`config.mk`:
```
export PLATFORM = sky130hd
export DESIGN_NAME = frontend_top
export DESIGN_NICKNAME = d
export VERILOG_FILES = /design/src/source/frontend_pkg.sv /design/src/source/bpu.sv /design/src/source/frontend_top.sv /design/src/source/inst_buffer.sv /design/src/source/pc_reg.sv
export SDC_FILE = /design/constraint.sdc
export NUM_CORES = 2
export LEC_CHECK = 0
export BUFFER_PORTS_ARGS = -buffer_cell sky130_fd_sc_hd__buf_4
export CORE_MARGIN = 2
export CORE_UTILIZATION = 55
export CTS_CLUSTER_SIZE = 24
export DETAILED_ROUTE_END_ITERATION = 10
export PLACE_DENSITY = 0.68
export SLEW_MARGIN = 20
export SYNTH_ARGS = -nofsm -noshare
export SYNTH_HDL_FRONTEND = slang
export SYNTH_HIERARCHICAL = 1
export SYNTH_SLANG_ARGS = --single-unit
```
`constraint.sdc`:
```
create_clock -name clk -period 28.8 [get_ports clk]
set_input_delay 5.76 -clock clk [delete_from_list [all_inputs] [get_ports clk]]
set_output_delay 5.76 -clock clk [all_outputs]
set_load 0.02 [all_outputs]
```
`src/source/frontend_pkg.sv`:
```
`default_nettype none

package frontend_pkg;

    ////////////////////////////////////////
    // Widths with a meaning
    ////////////////////////////////////////

    typedef logic [31:0] addr_t;
    typedef logic [31:0] inst_t;

    // BTB index is pc[5:2], tag is pc[31:6]
    typedef logic [3:0]  btb_idx_t;
    typedef logic [25:0] btb_tag_t;

    typedef logic [2:0] ib_ptr_t;
    // One bit wider than the pointer so that a full queue shows
    typedef logic [3:0] ib_cnt_t;

    typedef logic [1:0] bht_ctr_t;

    ////////////////////////////////////////
    // Constants
    ////////////////////////////////////////

    localparam addr_t reset_vector = 32'h1c00_0000;
    localparam addr_t inst_bytes   = 32'd4;

    localparam int btb_entries = 16;
    localparam int ib_depth    = 8;

    // Direction counter, upper half predicts taken
    localparam bht_ctr_t ctr_strong_nt = 2'd0;
    localparam bht_ctr_t ctr_weak_nt   = 2'd1;
    localparam bht_ctr_t ctr_weak_t    = 2'd2;
    localparam bht_ctr_t ctr_strong_t  = 2'd3;
    localparam bht_ctr_t ctr_reset     = ctr_weak_nt;

endpackage

`default_nettype wire

```
`src/source/bpu.sv`:
```
`default_nettype none

module bpu (
    input  wire                      clk,
    input  wire                      arst_n,
    input  wire frontend_pkg::addr_t fetch_pc,
    input  wire                      update_valid,
    input  wire frontend_pkg::addr_t update_pc,
    input  wire                      update_taken,
    input  wire frontend_pkg::addr_t update_target,
    output logic                     pred_taken_f,
    output frontend_pkg::addr_t      pred_target_f
);
    import frontend_pkg::*;

    ////////////////////////////////////////
    // BTB and direction counters
    ////////////////////////////////////////

    logic [btb_entries-1:0] btb_valid;
    bht_ctr_t               btb_ctr    [btb_entries];
    btb_tag_t               btb_tag    [btb_entries];
    addr_t                  btb_target [btb_entries];

    btb_idx_t f_idx;
    btb_tag_t f_tag;
    logic     f_hit;

    btb_idx_t u_idx;
    btb_tag_t u_tag;
    logic     u_hit;
    logic     ctr_we;
    bht_ctr_t u_ctr_next;

    ////////////////////////////////////////
    // Lookup on the fetch address
    ////////////////////////////////////////

    assign f_idx = fetch_pc[5:2];
    assign f_tag = fetch_pc[31:6];
    assign f_hit = btb_valid[f_idx] && (btb_tag[f_idx] == f_tag);

    // Taken only on a hit with counter in the upper half
    assign pred_taken_f  = f_hit && (btb_ctr[f_idx] >= ctr_weak_t);
    assign pred_target_f = btb_target[f_idx];

    ////////////////////////////////////////
    // Training from the backend
    ////////////////////////////////////////

    assign u_idx = update_pc[5:2];
    assign u_tag = update_pc[31:6];
    assign u_hit = btb_valid[u_idx] && (btb_tag[u_idx] == u_tag);

    // Not-taken only trains an entry that already belongs to this pc
    assign ctr_we = update_valid && (update_taken || u_hit);

    always_comb begin
        u_ctr_next = btb_ctr[u_idx];
        if (update_taken) begin
            if (!u_hit) begin
                // New owner of the entry
                u_ctr_next = ctr_weak_t;
            end else if (btb_ctr[u_idx] != ctr_strong_t) begin
                u_ctr_next = btb_ctr[u_idx] + 2'd1;
            end
        end else if (btb_ctr[u_idx] != ctr_strong_nt) begin
            u_ctr_next = btb_ctr[u_idx] - 2'd1;
        end
    end

    // Valid bits and counters
    always_ff @(posedge clk or negedge arst_n) begin
        if (!arst_n) begin
            btb_valid <= '0;
            for (int i = 0; i < btb_entries; i++) begin
                btb_ctr[i] <= ctr_reset;
            end
        end else begin
            if (update_valid && update_taken) begin
                btb_valid[u_idx] <= 1'b1;
            end
            if (ctr_we) begin
                btb_ctr[u_idx] <= u_ctr_next;
            end
        end
    end

    // Tag and target, written on taken updates only
    always_ff @(posedge clk) begin
        if (update_valid && update_taken) begin
            btb_tag[u_idx]    <= u_tag;
            btb_target[u_idx] <= update_target;
        end
    end

endmodule

`default_nettype wire

```
`src/source/frontend_top.sv`:
```
`default_nettype none

module frontend_top (
    input  wire                      clk,
    input  wire                      arst_n,

    // Instruction cache
    output frontend_pkg::addr_t      fetch_pc,
    output logic                     fetch_en,
    input  wire                      icache_stall,
    input  wire                      icache_valid,
    input  wire frontend_pkg::inst_t icache_inst,
    input  wire frontend_pkg::addr_t icache_pc,

    // Delivery to the backend
    output logic                     inst_valid,
    output frontend_pkg::inst_t      inst,
    output frontend_pkg::addr_t      inst_pc,
    output logic                     pred_taken,
    output frontend_pkg::addr_t      pred_target,
    input  wire                      send_en,

    // Training and redirect
    input  wire                      update_valid,
    input  wire frontend_pkg::addr_t update_pc,
    input  wire                      update_taken,
    input  wire frontend_pkg::addr_t update_target,
    input  wire                      branch_flush,
    input  wire frontend_pkg::addr_t branch_actual_addr
);
    import frontend_pkg::*;

    logic  pred_taken_f;
    addr_t pred_target_f;
    logic  buffer_full;

    ////////////////////////////////////////
    // Fetch address
    ////////////////////////////////////////

    pc_reg pc_reg_i (
        .clk                (clk),
        .arst_n             (arst_n),
        .icache_stall       (icache_stall),
        .buffer_full        (buffer_full),
        .branch_flush       (branch_flush),
        .branch_actual_addr (branch_actual_addr),
        .pred_taken_f       (pred_taken_f),
        .pred_target_f      (pred_target_f),
        .fetch_pc           (fetch_pc),
        .fetch_en           (fetch_en)
    );

    // Same-cycle prediction on fetch_pc
    bpu bpu_i (
        .clk           (clk),
        .arst_n        (arst_n),
        .fetch_pc      (fetch_pc),
        .update_valid  (update_valid),
        .update_pc     (update_pc),
        .update_taken  (update_taken),
        .update_target (update_target),
        .pred_taken_f  (pred_taken_f),
        .pred_target_f (pred_target_f)
    );

    ////////////////////////////////////////
    // Instruction queue
    ////////////////////////////////////////

    inst_buffer inst_buffer_i (
        .clk           (clk),
        .arst_n        (arst_n),
        .fetch_pc      (fetch_pc),
        .fetch_en      (fetch_en),
        .icache_stall  (icache_stall),
        .pred_taken_f  (pred_taken_f),
        .pred_target_f (pred_target_f),
        .icache_valid  (icache_valid),
        .icache_inst   (icache_inst),
        .icache_pc     (icache_pc),
        .branch_flush  (branch_flush),
        .send_en       (send_en),
        .buffer_full   (buffer_full),
        .inst_valid    (inst_valid),
        .inst          (inst),
        .inst_pc       (inst_pc),
        .pred_taken    (pred_taken),
        .pred_target   (pred_target)
    );

endmodule

`default_nettype wire

```
`src/source/inst_buffer.sv`:
```
`default_nettype none

module inst_buffer (
    input  wire                      clk,
    input  wire                      arst_n,
    input  wire frontend_pkg::addr_t fetch_pc,
    input  wire                      fetch_en,
    input  wire                      icache_stall,
    input  wire                      pred_taken_f,
    input  wire frontend_pkg::addr_t pred_target_f,
    input  wire                      icache_valid,
    input  wire frontend_pkg::inst_t icache_inst,
    input  wire frontend_pkg::addr_t icache_pc,
    input  wire                      branch_flush,
    input  wire                      send_en,
    output logic                     buffer_full,
    output logic                     inst_valid,
    output frontend_pkg::inst_t      inst,
    output frontend_pkg::addr_t      inst_pc,
    output logic                     pred_taken,
    output frontend_pkg::addr_t      pred_target
);
    import frontend_pkg::*;

    logic fetch_accept;
    logic push;
    logic pop;

    // Prediction of the fetch now in the cache
    logic  side_valid;
    addr_t side_pc;
    logic  side_taken;
    addr_t side_target;

    // Response right after a flush is stale
    logic drop_q;

    inst_t q_inst   [ib_depth];
    addr_t q_pc     [ib_depth];
    logic  q_taken  [ib_depth];
    addr_t q_target [ib_depth];

    ib_ptr_t head;
    ib_ptr_t tail;
    ib_cnt_t count;

    assign fetch_accept = fetch_en & ~icache_stall;

    // Response must match the fetch its prediction was taken for
    assign push = icache_valid & side_valid & ~drop_q & (icache_pc == side_pc);
    assign pop  = inst_valid & send_en;

    // In-flight fetch reserves a slot
    assign buffer_full = ib_cnt_t'(count + ib_cnt_t'(side_valid)) >= ib_cnt_t'(ib_depth);

    ////////////////////////////////////////
    // Pointers, count and flags
    ////////////////////////////////////////

    always_ff @(posedge clk or negedge arst_n) begin
        if (!arst_n) begin
            head       <= '0;
            tail       <= '0;
            count      <= '0;
            side_valid <= 1'b0;
            drop_q     <= 1'b0;
        end else if (branch_flush) begin
            head       <= '0;
            tail       <= '0;
            count      <= '0;
            side_valid <= 1'b0;
            drop_q     <= 1'b1;
        end else begin
            side_valid <= fetch_accept;
            drop_q     <= 1'b0;
            if (push) begin
                tail <= tail + 3'd1;
            end
            if (pop) begin
                head <= head + 3'd1;
            end
            count <= ib_cnt_t'(count + ib_cnt_t'(push) - ib_cnt_t'(pop));
        end
    end

    ////////////////////////////////////////
    // Payload
    ////////////////////////////////////////

    always_ff @(posedge clk) begin
        if (fetch_accept) begin
            side_pc     <= fetch_pc;
            side_taken  <= pred_taken_f;
            side_target <= pred_target_f;
        end
        if (push) begin
            q_inst[tail]   <= icache_inst;
            q_pc[tail]     <= icache_pc;
            q_taken[tail]  <= side_taken;
            q_target[tail] <= side_target;
        end
    end

    // Head entry goes straight to the backend
    assign inst_valid  = (count != '0);
    assign inst        = q_inst[head];
    assign inst_pc     = q_pc[head];
    assign pred_taken  = q_taken[head];
    assign pred_target = q_target[head];

endmodule

`default_nettype wire

```
`src/source/pc_reg.sv`:
```
`default_nettype none

module pc_reg (
    input  wire                      clk,
    input  wire                      arst_n,
    input  wire                      icache_stall,
    input  wire                      buffer_full,
    input  wire                      branch_flush,
    input  wire frontend_pkg::addr_t branch_actual_addr,
    input  wire                      pred_taken_f,
    input  wire frontend_pkg::addr_t pred_target_f,
    output frontend_pkg::addr_t      fetch_pc,
    output logic                     fetch_en
);
    import frontend_pkg::*;

    logic  started;
    logic  fetch_accept;
    addr_t next_pc;

    // Fetch starts one edge after reset is released
    always_ff @(posedge clk or negedge arst_n) begin
        if (!arst_n) begin
            started <= 1'b0;
        end else begin
            started <= 1'b1;
        end
    end

    assign fetch_en     = started & ~buffer_full;
    assign fetch_accept = fetch_en & ~icache_stall;

    ////////////////////////////////////////
    // Next fetch address
    ////////////////////////////////////////

    always_comb begin
        if (branch_flush) begin
            // Backend redirect beats everything
            next_pc = branch_actual_addr;
        end else if (!fetch_accept) begin
            next_pc = fetch_pc;
        end else if (pred_taken_f) begin
            next_pc = pred_target_f;
        end else begin
            next_pc = fetch_pc + inst_bytes;
        end
    end

    always_ff @(posedge clk or negedge arst_n) begin
        if (!arst_n) begin
            fetch_pc <= reset_vector;
        end else begin
            fetch_pc <= next_pc;
        end
    end

endmodule

`default_nettype wire
```
# Word level (Yosys, flattened, before mapping)
# Memory sizes are Yosys's and may differ from the RTL's.
# Cells that the tools add are included.
[word_totals]
reg_bits = 158
ramBits = 1704
n_memories = 6
[classes]
add_sub_neg = 8
order_cmp = 8
eq_ne = 4
muxes = 33
bitwise = 12
reduce_logical = 13
[memory_table]
columns = ["memory", "depth", "word_bits", "rd", "rd_ports_with_merged_regs", "wr", "line_no", "text"]
rows = [
  ["bpu_i.btb_target", 16, 32, 1, 0, 1, "bpu.sv:23", "addr_t btb_target [btb_entries];"],
  ["bpu_i.btb_tag", 16, 26, 2, 0, 1, "bpu.sv:22", "btb_tag_t btb_tag [btb_entries];"],
  ["inst_buffer_i.q_inst", 8, 32, 1, 0, 1, "inst_buffer.sv:38", "inst_t q_inst [ib_depth];"],
  ["inst_buffer_i.q_pc", 8, 32, 1, 0, 1, "inst_buffer.sv:39", "addr_t q_pc [ib_depth];"],
  ["inst_buffer_i.q_target", 8, 32, 1, 0, 1, "inst_buffer.sv:41", "addr_t q_target [ib_depth];"],
  ["inst_buffer_i.q_taken", 8, 1, 1, 0, 1, "inst_buffer.sv:40", "logic q_taken [ib_depth];"],
]
[op_table]
columns = ["op", "count"]
rows = [
  ["2-to-1 mux 32 bit", 3],
  ["== test 26 bit", 2],
  ["adder 32 x 3 -> 32 bit (second input constant)", 1],
  ["bitwise mux 32 bit", 1],
  ["== test 32 bit", 1],
  ["2-to-1 mux 2 bit", 9],
  ["binary-select mux 2 bit (select 4 bit)", 2],
  ["bitwise OR 16 bit", 1],
  ["2-to-1 mux 3 bit", 4],
  ["greater-or-equal comparator 5 bit (second input constant)", 2],
  ["< comparator 4 x 5 -> 1 bit (second input constant)", 2],
  ["NOT 4 -> 5 bit", 2],
  ["2-to-1 mux 1 bit", 9],
  ["adder 4 x 1 -> 4 bit", 2],
  ["binary-select mux 1 bit (select 4 bit)", 2],
  ["demux 2 bit (select 4 bit)", 1],
  ["nonzero test 2 bit", 4],
  ["logical AND 1 bit", 7],
  ["adder 3 x 1 -> 3 bit (second input constant)", 2],
  ["bitwise AND 1 bit", 6],
  ["< comparator 5 x 1 -> 1 bit (second input constant)", 1],
  ["demux 1 bit (select 4 bit)", 1],
  ["greater-or-equal comparator 4 x 1 -> 1 bit (second input constant)", 1],
  ["greater-or-equal comparator 4 bit (second input constant)", 1],
  ["other kinds (9)", 11],
]

# Logic depth before layout (Yosys ltp)
[depth]
ltp_word = 9
mapped_depth = 21
mapped_depth_nobuf = 13

# Modules after synthesis
# Netlist, hierarchy kept.
[by_module_without_submodules]
columns = ["module", "n_inst", "cells_each", "area_each_um2", "seq_area_each_um2"]
rows = [
  ["bpu", 1, 2014, 41960.2, 29087.9],
  ["inst_buffer", 1, 1320, 32282.2, 25554.5],
  ["pc_reg", 1, 293, 2319.7, 829.5],
]

# Least setup slack after synthesis
# No wires, ideal clock.
[synth_path]
kind = "input -> register"
startpoint = "in icache_pc[19]"
endpoint = "mem inst_buffer_i/q_inst[2][0] (netlist name) (enable)"
arrival_ps = 13746
path_slack_ps = 14362
path_stages = 5
path_buffers = 0
cell_sequence = "xor2_1 nor4_1 and4_1 nand4_1 nor3b_1"
[synth_between]
elab_chain_cells = 4
[synth_rtl]
columns = ["element", "line_no", "text"]
rows = [
  ["start, declared", "frontend_top.sv:13", "input wire frontend_pkg::addr_t icache_pc,"],
  ["== test 32 bit", "inst_buffer.sv:50", "assign push = icache_valid & side_valid & ~drop_q & (icache_pc == side_pc);"],
  ["bitwise AND 1 bit", "inst_buffer.sv:50", ""],
  ["2-to-1 mux 1 bit", "inst_buffer.sv:96", "if (push) begin"],
  ["2-to-1 mux 1 bit (not written as such)", "inst_buffer.sv:97", "q_inst[tail] <= icache_inst;"],
  ["end, declared", "inst_buffer.sv:38", ""],
]
# Every way passes these cells.

# Worst setup path in the final report
[layout_path]
startpoint = "reg inst_buffer_i.head[0]"
endpoint = "out inst_pc[26]"
[layout_between]
elab_chain_cells = 1
[layout_rtl]
columns = ["element", "line_no", "text"]
rows = [
  ["start, declared", "inst_buffer.sv:43", "ib_ptr_t head;"],
  ["start signal, assigned", "inst_buffer.sv:80", "head <= head + 3'd1;"],
  ["memory (8 x 32 bit)", "n/a", ""],
  ["end, declared", "frontend_top.sv:18", "output frontend_pkg::addr_t inst_pc,"],
]
# Every way passes these cells.

==> impl_metrics.csv <==
group,metric,value,unit
clock_tree,cts.repair.resized,0,
synthesis,synth_top_area_cell,"edfxtp_1",
clock_tree,cts_tree,"built",
layout,nets,4160,
clock_tree,clock_path_buffers,3,
synthesis,ys_seq_elements,1862,
timing,setup_viol,0,
floorplanning,dieArea,142000,sq um
worst_hold_path,hold_path_depth,1,
synthesis,syn-num-nets,3806,
worst_hold_path,hold_start,"bpu_i/btb_valid[10]",
global_routing,grt_use_total,27.1,%
critical_path,r2r_cells,14,
pwr,p_leak,27.9,nW
placement,place_congestion,0.853,
critical_path,path_buf_inv,4,
timing,finalCritPeriodShare,38.3,%
layout,nFillCells,9328,
synthesis,synth_cell_types,82,
critical_path,worst-path-max-fanout,47,
synthesis,ys.flop_type,"edfxtp_1",
layout,final_util,62.9,%
placement,pre_cts_ws,17.48,ns
critical_path,cp.depth,6,
floorplanning,die_x,377,um
synthesis,synth_edf_count,1769,
drt,viasPerCell,6.53,
pwr,p_per_area,77.7,nW/um^2
critical_path,arrival,5.26,ns
critical_path,crit_path_start,"inst_buffer_i/head[0]",
global_routing,grt_pass1_vias,38900,
timing,fin_ws,17.78,ns
drt,wl_per_cell,32.2,um
synthesis,async_reset_ff_share,4.99,%
worst_hold_path,hold_path_class,"register to register",
drt,firstDrtPassIters,8,
clock_tree,root_buffer,"clkbuf_16",
timing,finalHoldViolations,0,
floorplanning,start_util,55.5,%
drt,drc,0,
drt,drt_iter0_drc,4776,
timing,max_freq,90.7,MHz
layout,syn_to_final_growth,13.3,%
floorplanning,core,138000,sq um
synthesis,yosysTopAreaCellShare,69.4,%
timing,maxSlewViolCount,0,
drt,vias,38800,
clock_tree,cts_sinks,1862,
critical_path,slowest_stage,"buf_4",
critical_path,crit_family,"buffers and inverters",
global_routing,grt_max_degree,72,
global_routing,overflow,0,
timing,tightest_slew,1.09,ns
layout,seqCellArea,55500,sq um
status,status,"complete, no violations",
critical_path,worstPathCellList,"buf_4 > buf_4 > buf_4 > mux4_2 > mux2_2 > buf_4",
job,maxCapViolCount,0,
clock_tree,cts.reportedPaths.clkPinSlew,0.06,ns
synthesis,yosysMostFrequentCell,"edfxtp_1",
drt,ant_nets,0,
critical_path,crit_path_end_kind,"output pin",
critical_path,crit_top_cell,"buf_4",
critical_path,crit_required,23.04,ns
pwr,max-vdd-ir-drop,61.7,uV
drt,wirelength,191000,um
timing,period_minus_slack,11.02,ns
clock_tree,clk_latency,0.82,ns
clock_tree,h-tree-depth,4,
synthesis,yosysWarnings,6,
critical_path,critical_path.max_stage_delay,0.83,ns
layout,final_area,86700,sq um
timing,relSlewSlack,26.8,%
synthesis,netlist_area,76600,sq um
layout,drive_above_1_share,34.6,%
global_routing,antenna_found_initial,26,
timing,clock_skew,0.0296,ns
synthesis,syn_avg_cell_area,21.1,sq um
synthesis,ys_seq_area_share,72.5,%
global_routing,grt_pass1_wl,274000,um
timing,worst_hold_slack,0.490,ns
critical_path,reg2reg_from,"pc_reg_i/fetch_pc[2]",
floorplanning,die_h,377,um
critical_path,cp-start-kind,"register",
placement,place_area,80800,sq um
layout,multi_input_area,20100,sq um
clock_tree,postCtsHoldBufs,0,
timing,rsz0062_at_grt,"false",
placement,dp_hpwl,110000,um
timing,tns,0,ns
clock_tree,cts_buffers,186,
synthesis,yosys-top-cells-area,"edfxtp_1, mux4_2, dfrtp_1",
synthesis,postSynthCellCount,3627,
critical_path,crit_type,"register to output pin",
floorplanning,io_pins,299,
synthesis,synth_common_cells,"edfxtp_1, mux4_2, mux2_2, mux2i_1, clkbuf_1",
clock_tree,post_cts_buffers,0,
placement,port-buffer-count,296,
floorplanning,row_count,136,
## report_power, final
| part | internal [W] | leakage (nW) | switching [W] |
|---|---|---|---|
| registers | 0.00304 | 17.0 | 0.000103 |
| clock network | 0.00134 | 2.89 | 0.00102 |
| logic | 0.000595 | 7.99 | 0.000640 |
| total | 0.00498 | 27.9 | 0.00176 |
## worst reg2reg max path, delay by kind of cell, from the launching register on
family / cells / cell delay [ns]
AO/OA/AOI/OAI: 2 / 0.56
XOR/XNOR: 1 / 0.17
buffers and inverters: 4 / 2.60
flip-flops: 1 / 0.69
multiplexers: 2 / 1.22
AND/OR/NAND/NOR: 5 / 1.73
## final timing paths
kind,slack [ns],to
max in group asynchronous,22.67,bpu_i/btb_ctr[13]
min in group asynchronous,4.85,inst_buffer_i/head[0]
worst min register to register,0.49,bpu_i/btb_valid[10]
worst min-delay path,0.49,bpu_i/btb_valid[10]
worst max-delay path,17.78,inst_pc[26]
worst max register to register,21.68,pc_reg_i/fetch_pc[13]
## cell families (layout without fill, tap and decap cells)
group | Yosys count | count (layout) | share of synthesized area [%]
other | 1 | 11 | 0.00490
adder cells (fa/ha/maj) | 11 | 11 | 0.190
AO/OA/AOI/OAI | 271 | 271 | 2.42
AND/OR/NAND/NOR | 356 | 356 | 2.50
flip-flops | 1862 | 1862 | 72.5
buffers and inverters | 233 | 743 | 1.51
XOR/XNOR | 78 | 78 | 0.892
multiplexers | 815 | 815 | 20.0
## through the flow
stage | std cells | total power, W
after floorplan | 3627 | 0.00401
after global placement | 5586 | 0.00444
after detailed placement | 5587 | 0.00445
after CTS | 5931 | 0.00679
after global routing | 5933 | 0.00696
final | 5941 | 0.00674
## routing by layer
| layer | share of wire [%] | wire (um) | global-route usage (%) |
|---|---|---|---|
| met2 | 47 | 89500 | 41.4 |
| met1 | 40 | 76500 | 38.9 |
| met4 | 2.7 | 5070 | 8.05 |
| met3 | 10 | 19900 | 7.20 |
| met5 | 0.079 | 151 | 0 |
## placed cells by master, fill, tap and decap left out, types with 15 or more instances in the layout
cell / count
nor3_1: 19
or2_2: 18
nand4_1: 22
o22ai_1: 18
xor2_1: 53
buf_4: 371
nor4_1: 22
xnor2_1: 25
o21ai_0: 62
dfrtp_1: 67
nor2b_1: 15
inv_1: 24
a21oi_1: 35
mux2_2: 141
clkbuf_16: 191
nand3_1: 55
nand2_1: 69
nor2_1: 54
mux4_2: 559
mux2i_1: 107
dfstp_2: 19
a21o_1: 16
clkinv_2: 32
clkinv_1: 38
a22oi_1: 44
edfxtp_1: 1769
clkbuf_1: 47
## flip-flops by register name, summed over array words and instances, names as in the netlist, 4 cells and up
| name | flops |
|---|---|
| pc_reg_i/fetch_pc | 32 |
| inst_buffer_i/side_target | 32 |
| inst_buffer_i/q_target | 256 |
| bpu_i/btb_tag | 416 |
| bpu_i/btb_ctr | 32 |
| inst_buffer_i/q_pc | 256 |
| bpu_i/btb_target | 512 |
| inst_buffer_i/q_inst | 256 |
| inst_buffer_i/q_taken | 8 |
| inst_buffer_i/count | 4 |
| bpu_i/btb_valid | 16 |
| inst_buffer_i/side_pc | 32 |
## cell type report
cell class	instances	share of cell area, %
flip-flops and latches	1862	64.0
multi-input cells	1532	23.2
clock buffers	240	5.74
repair buffers	374	3.27
well taps	1794	2.59
clock inverters	104	1.10
inverters	25	0.108
diodes	10	0.0288
No activity file was read; power rests on OpenSTA's default activity.
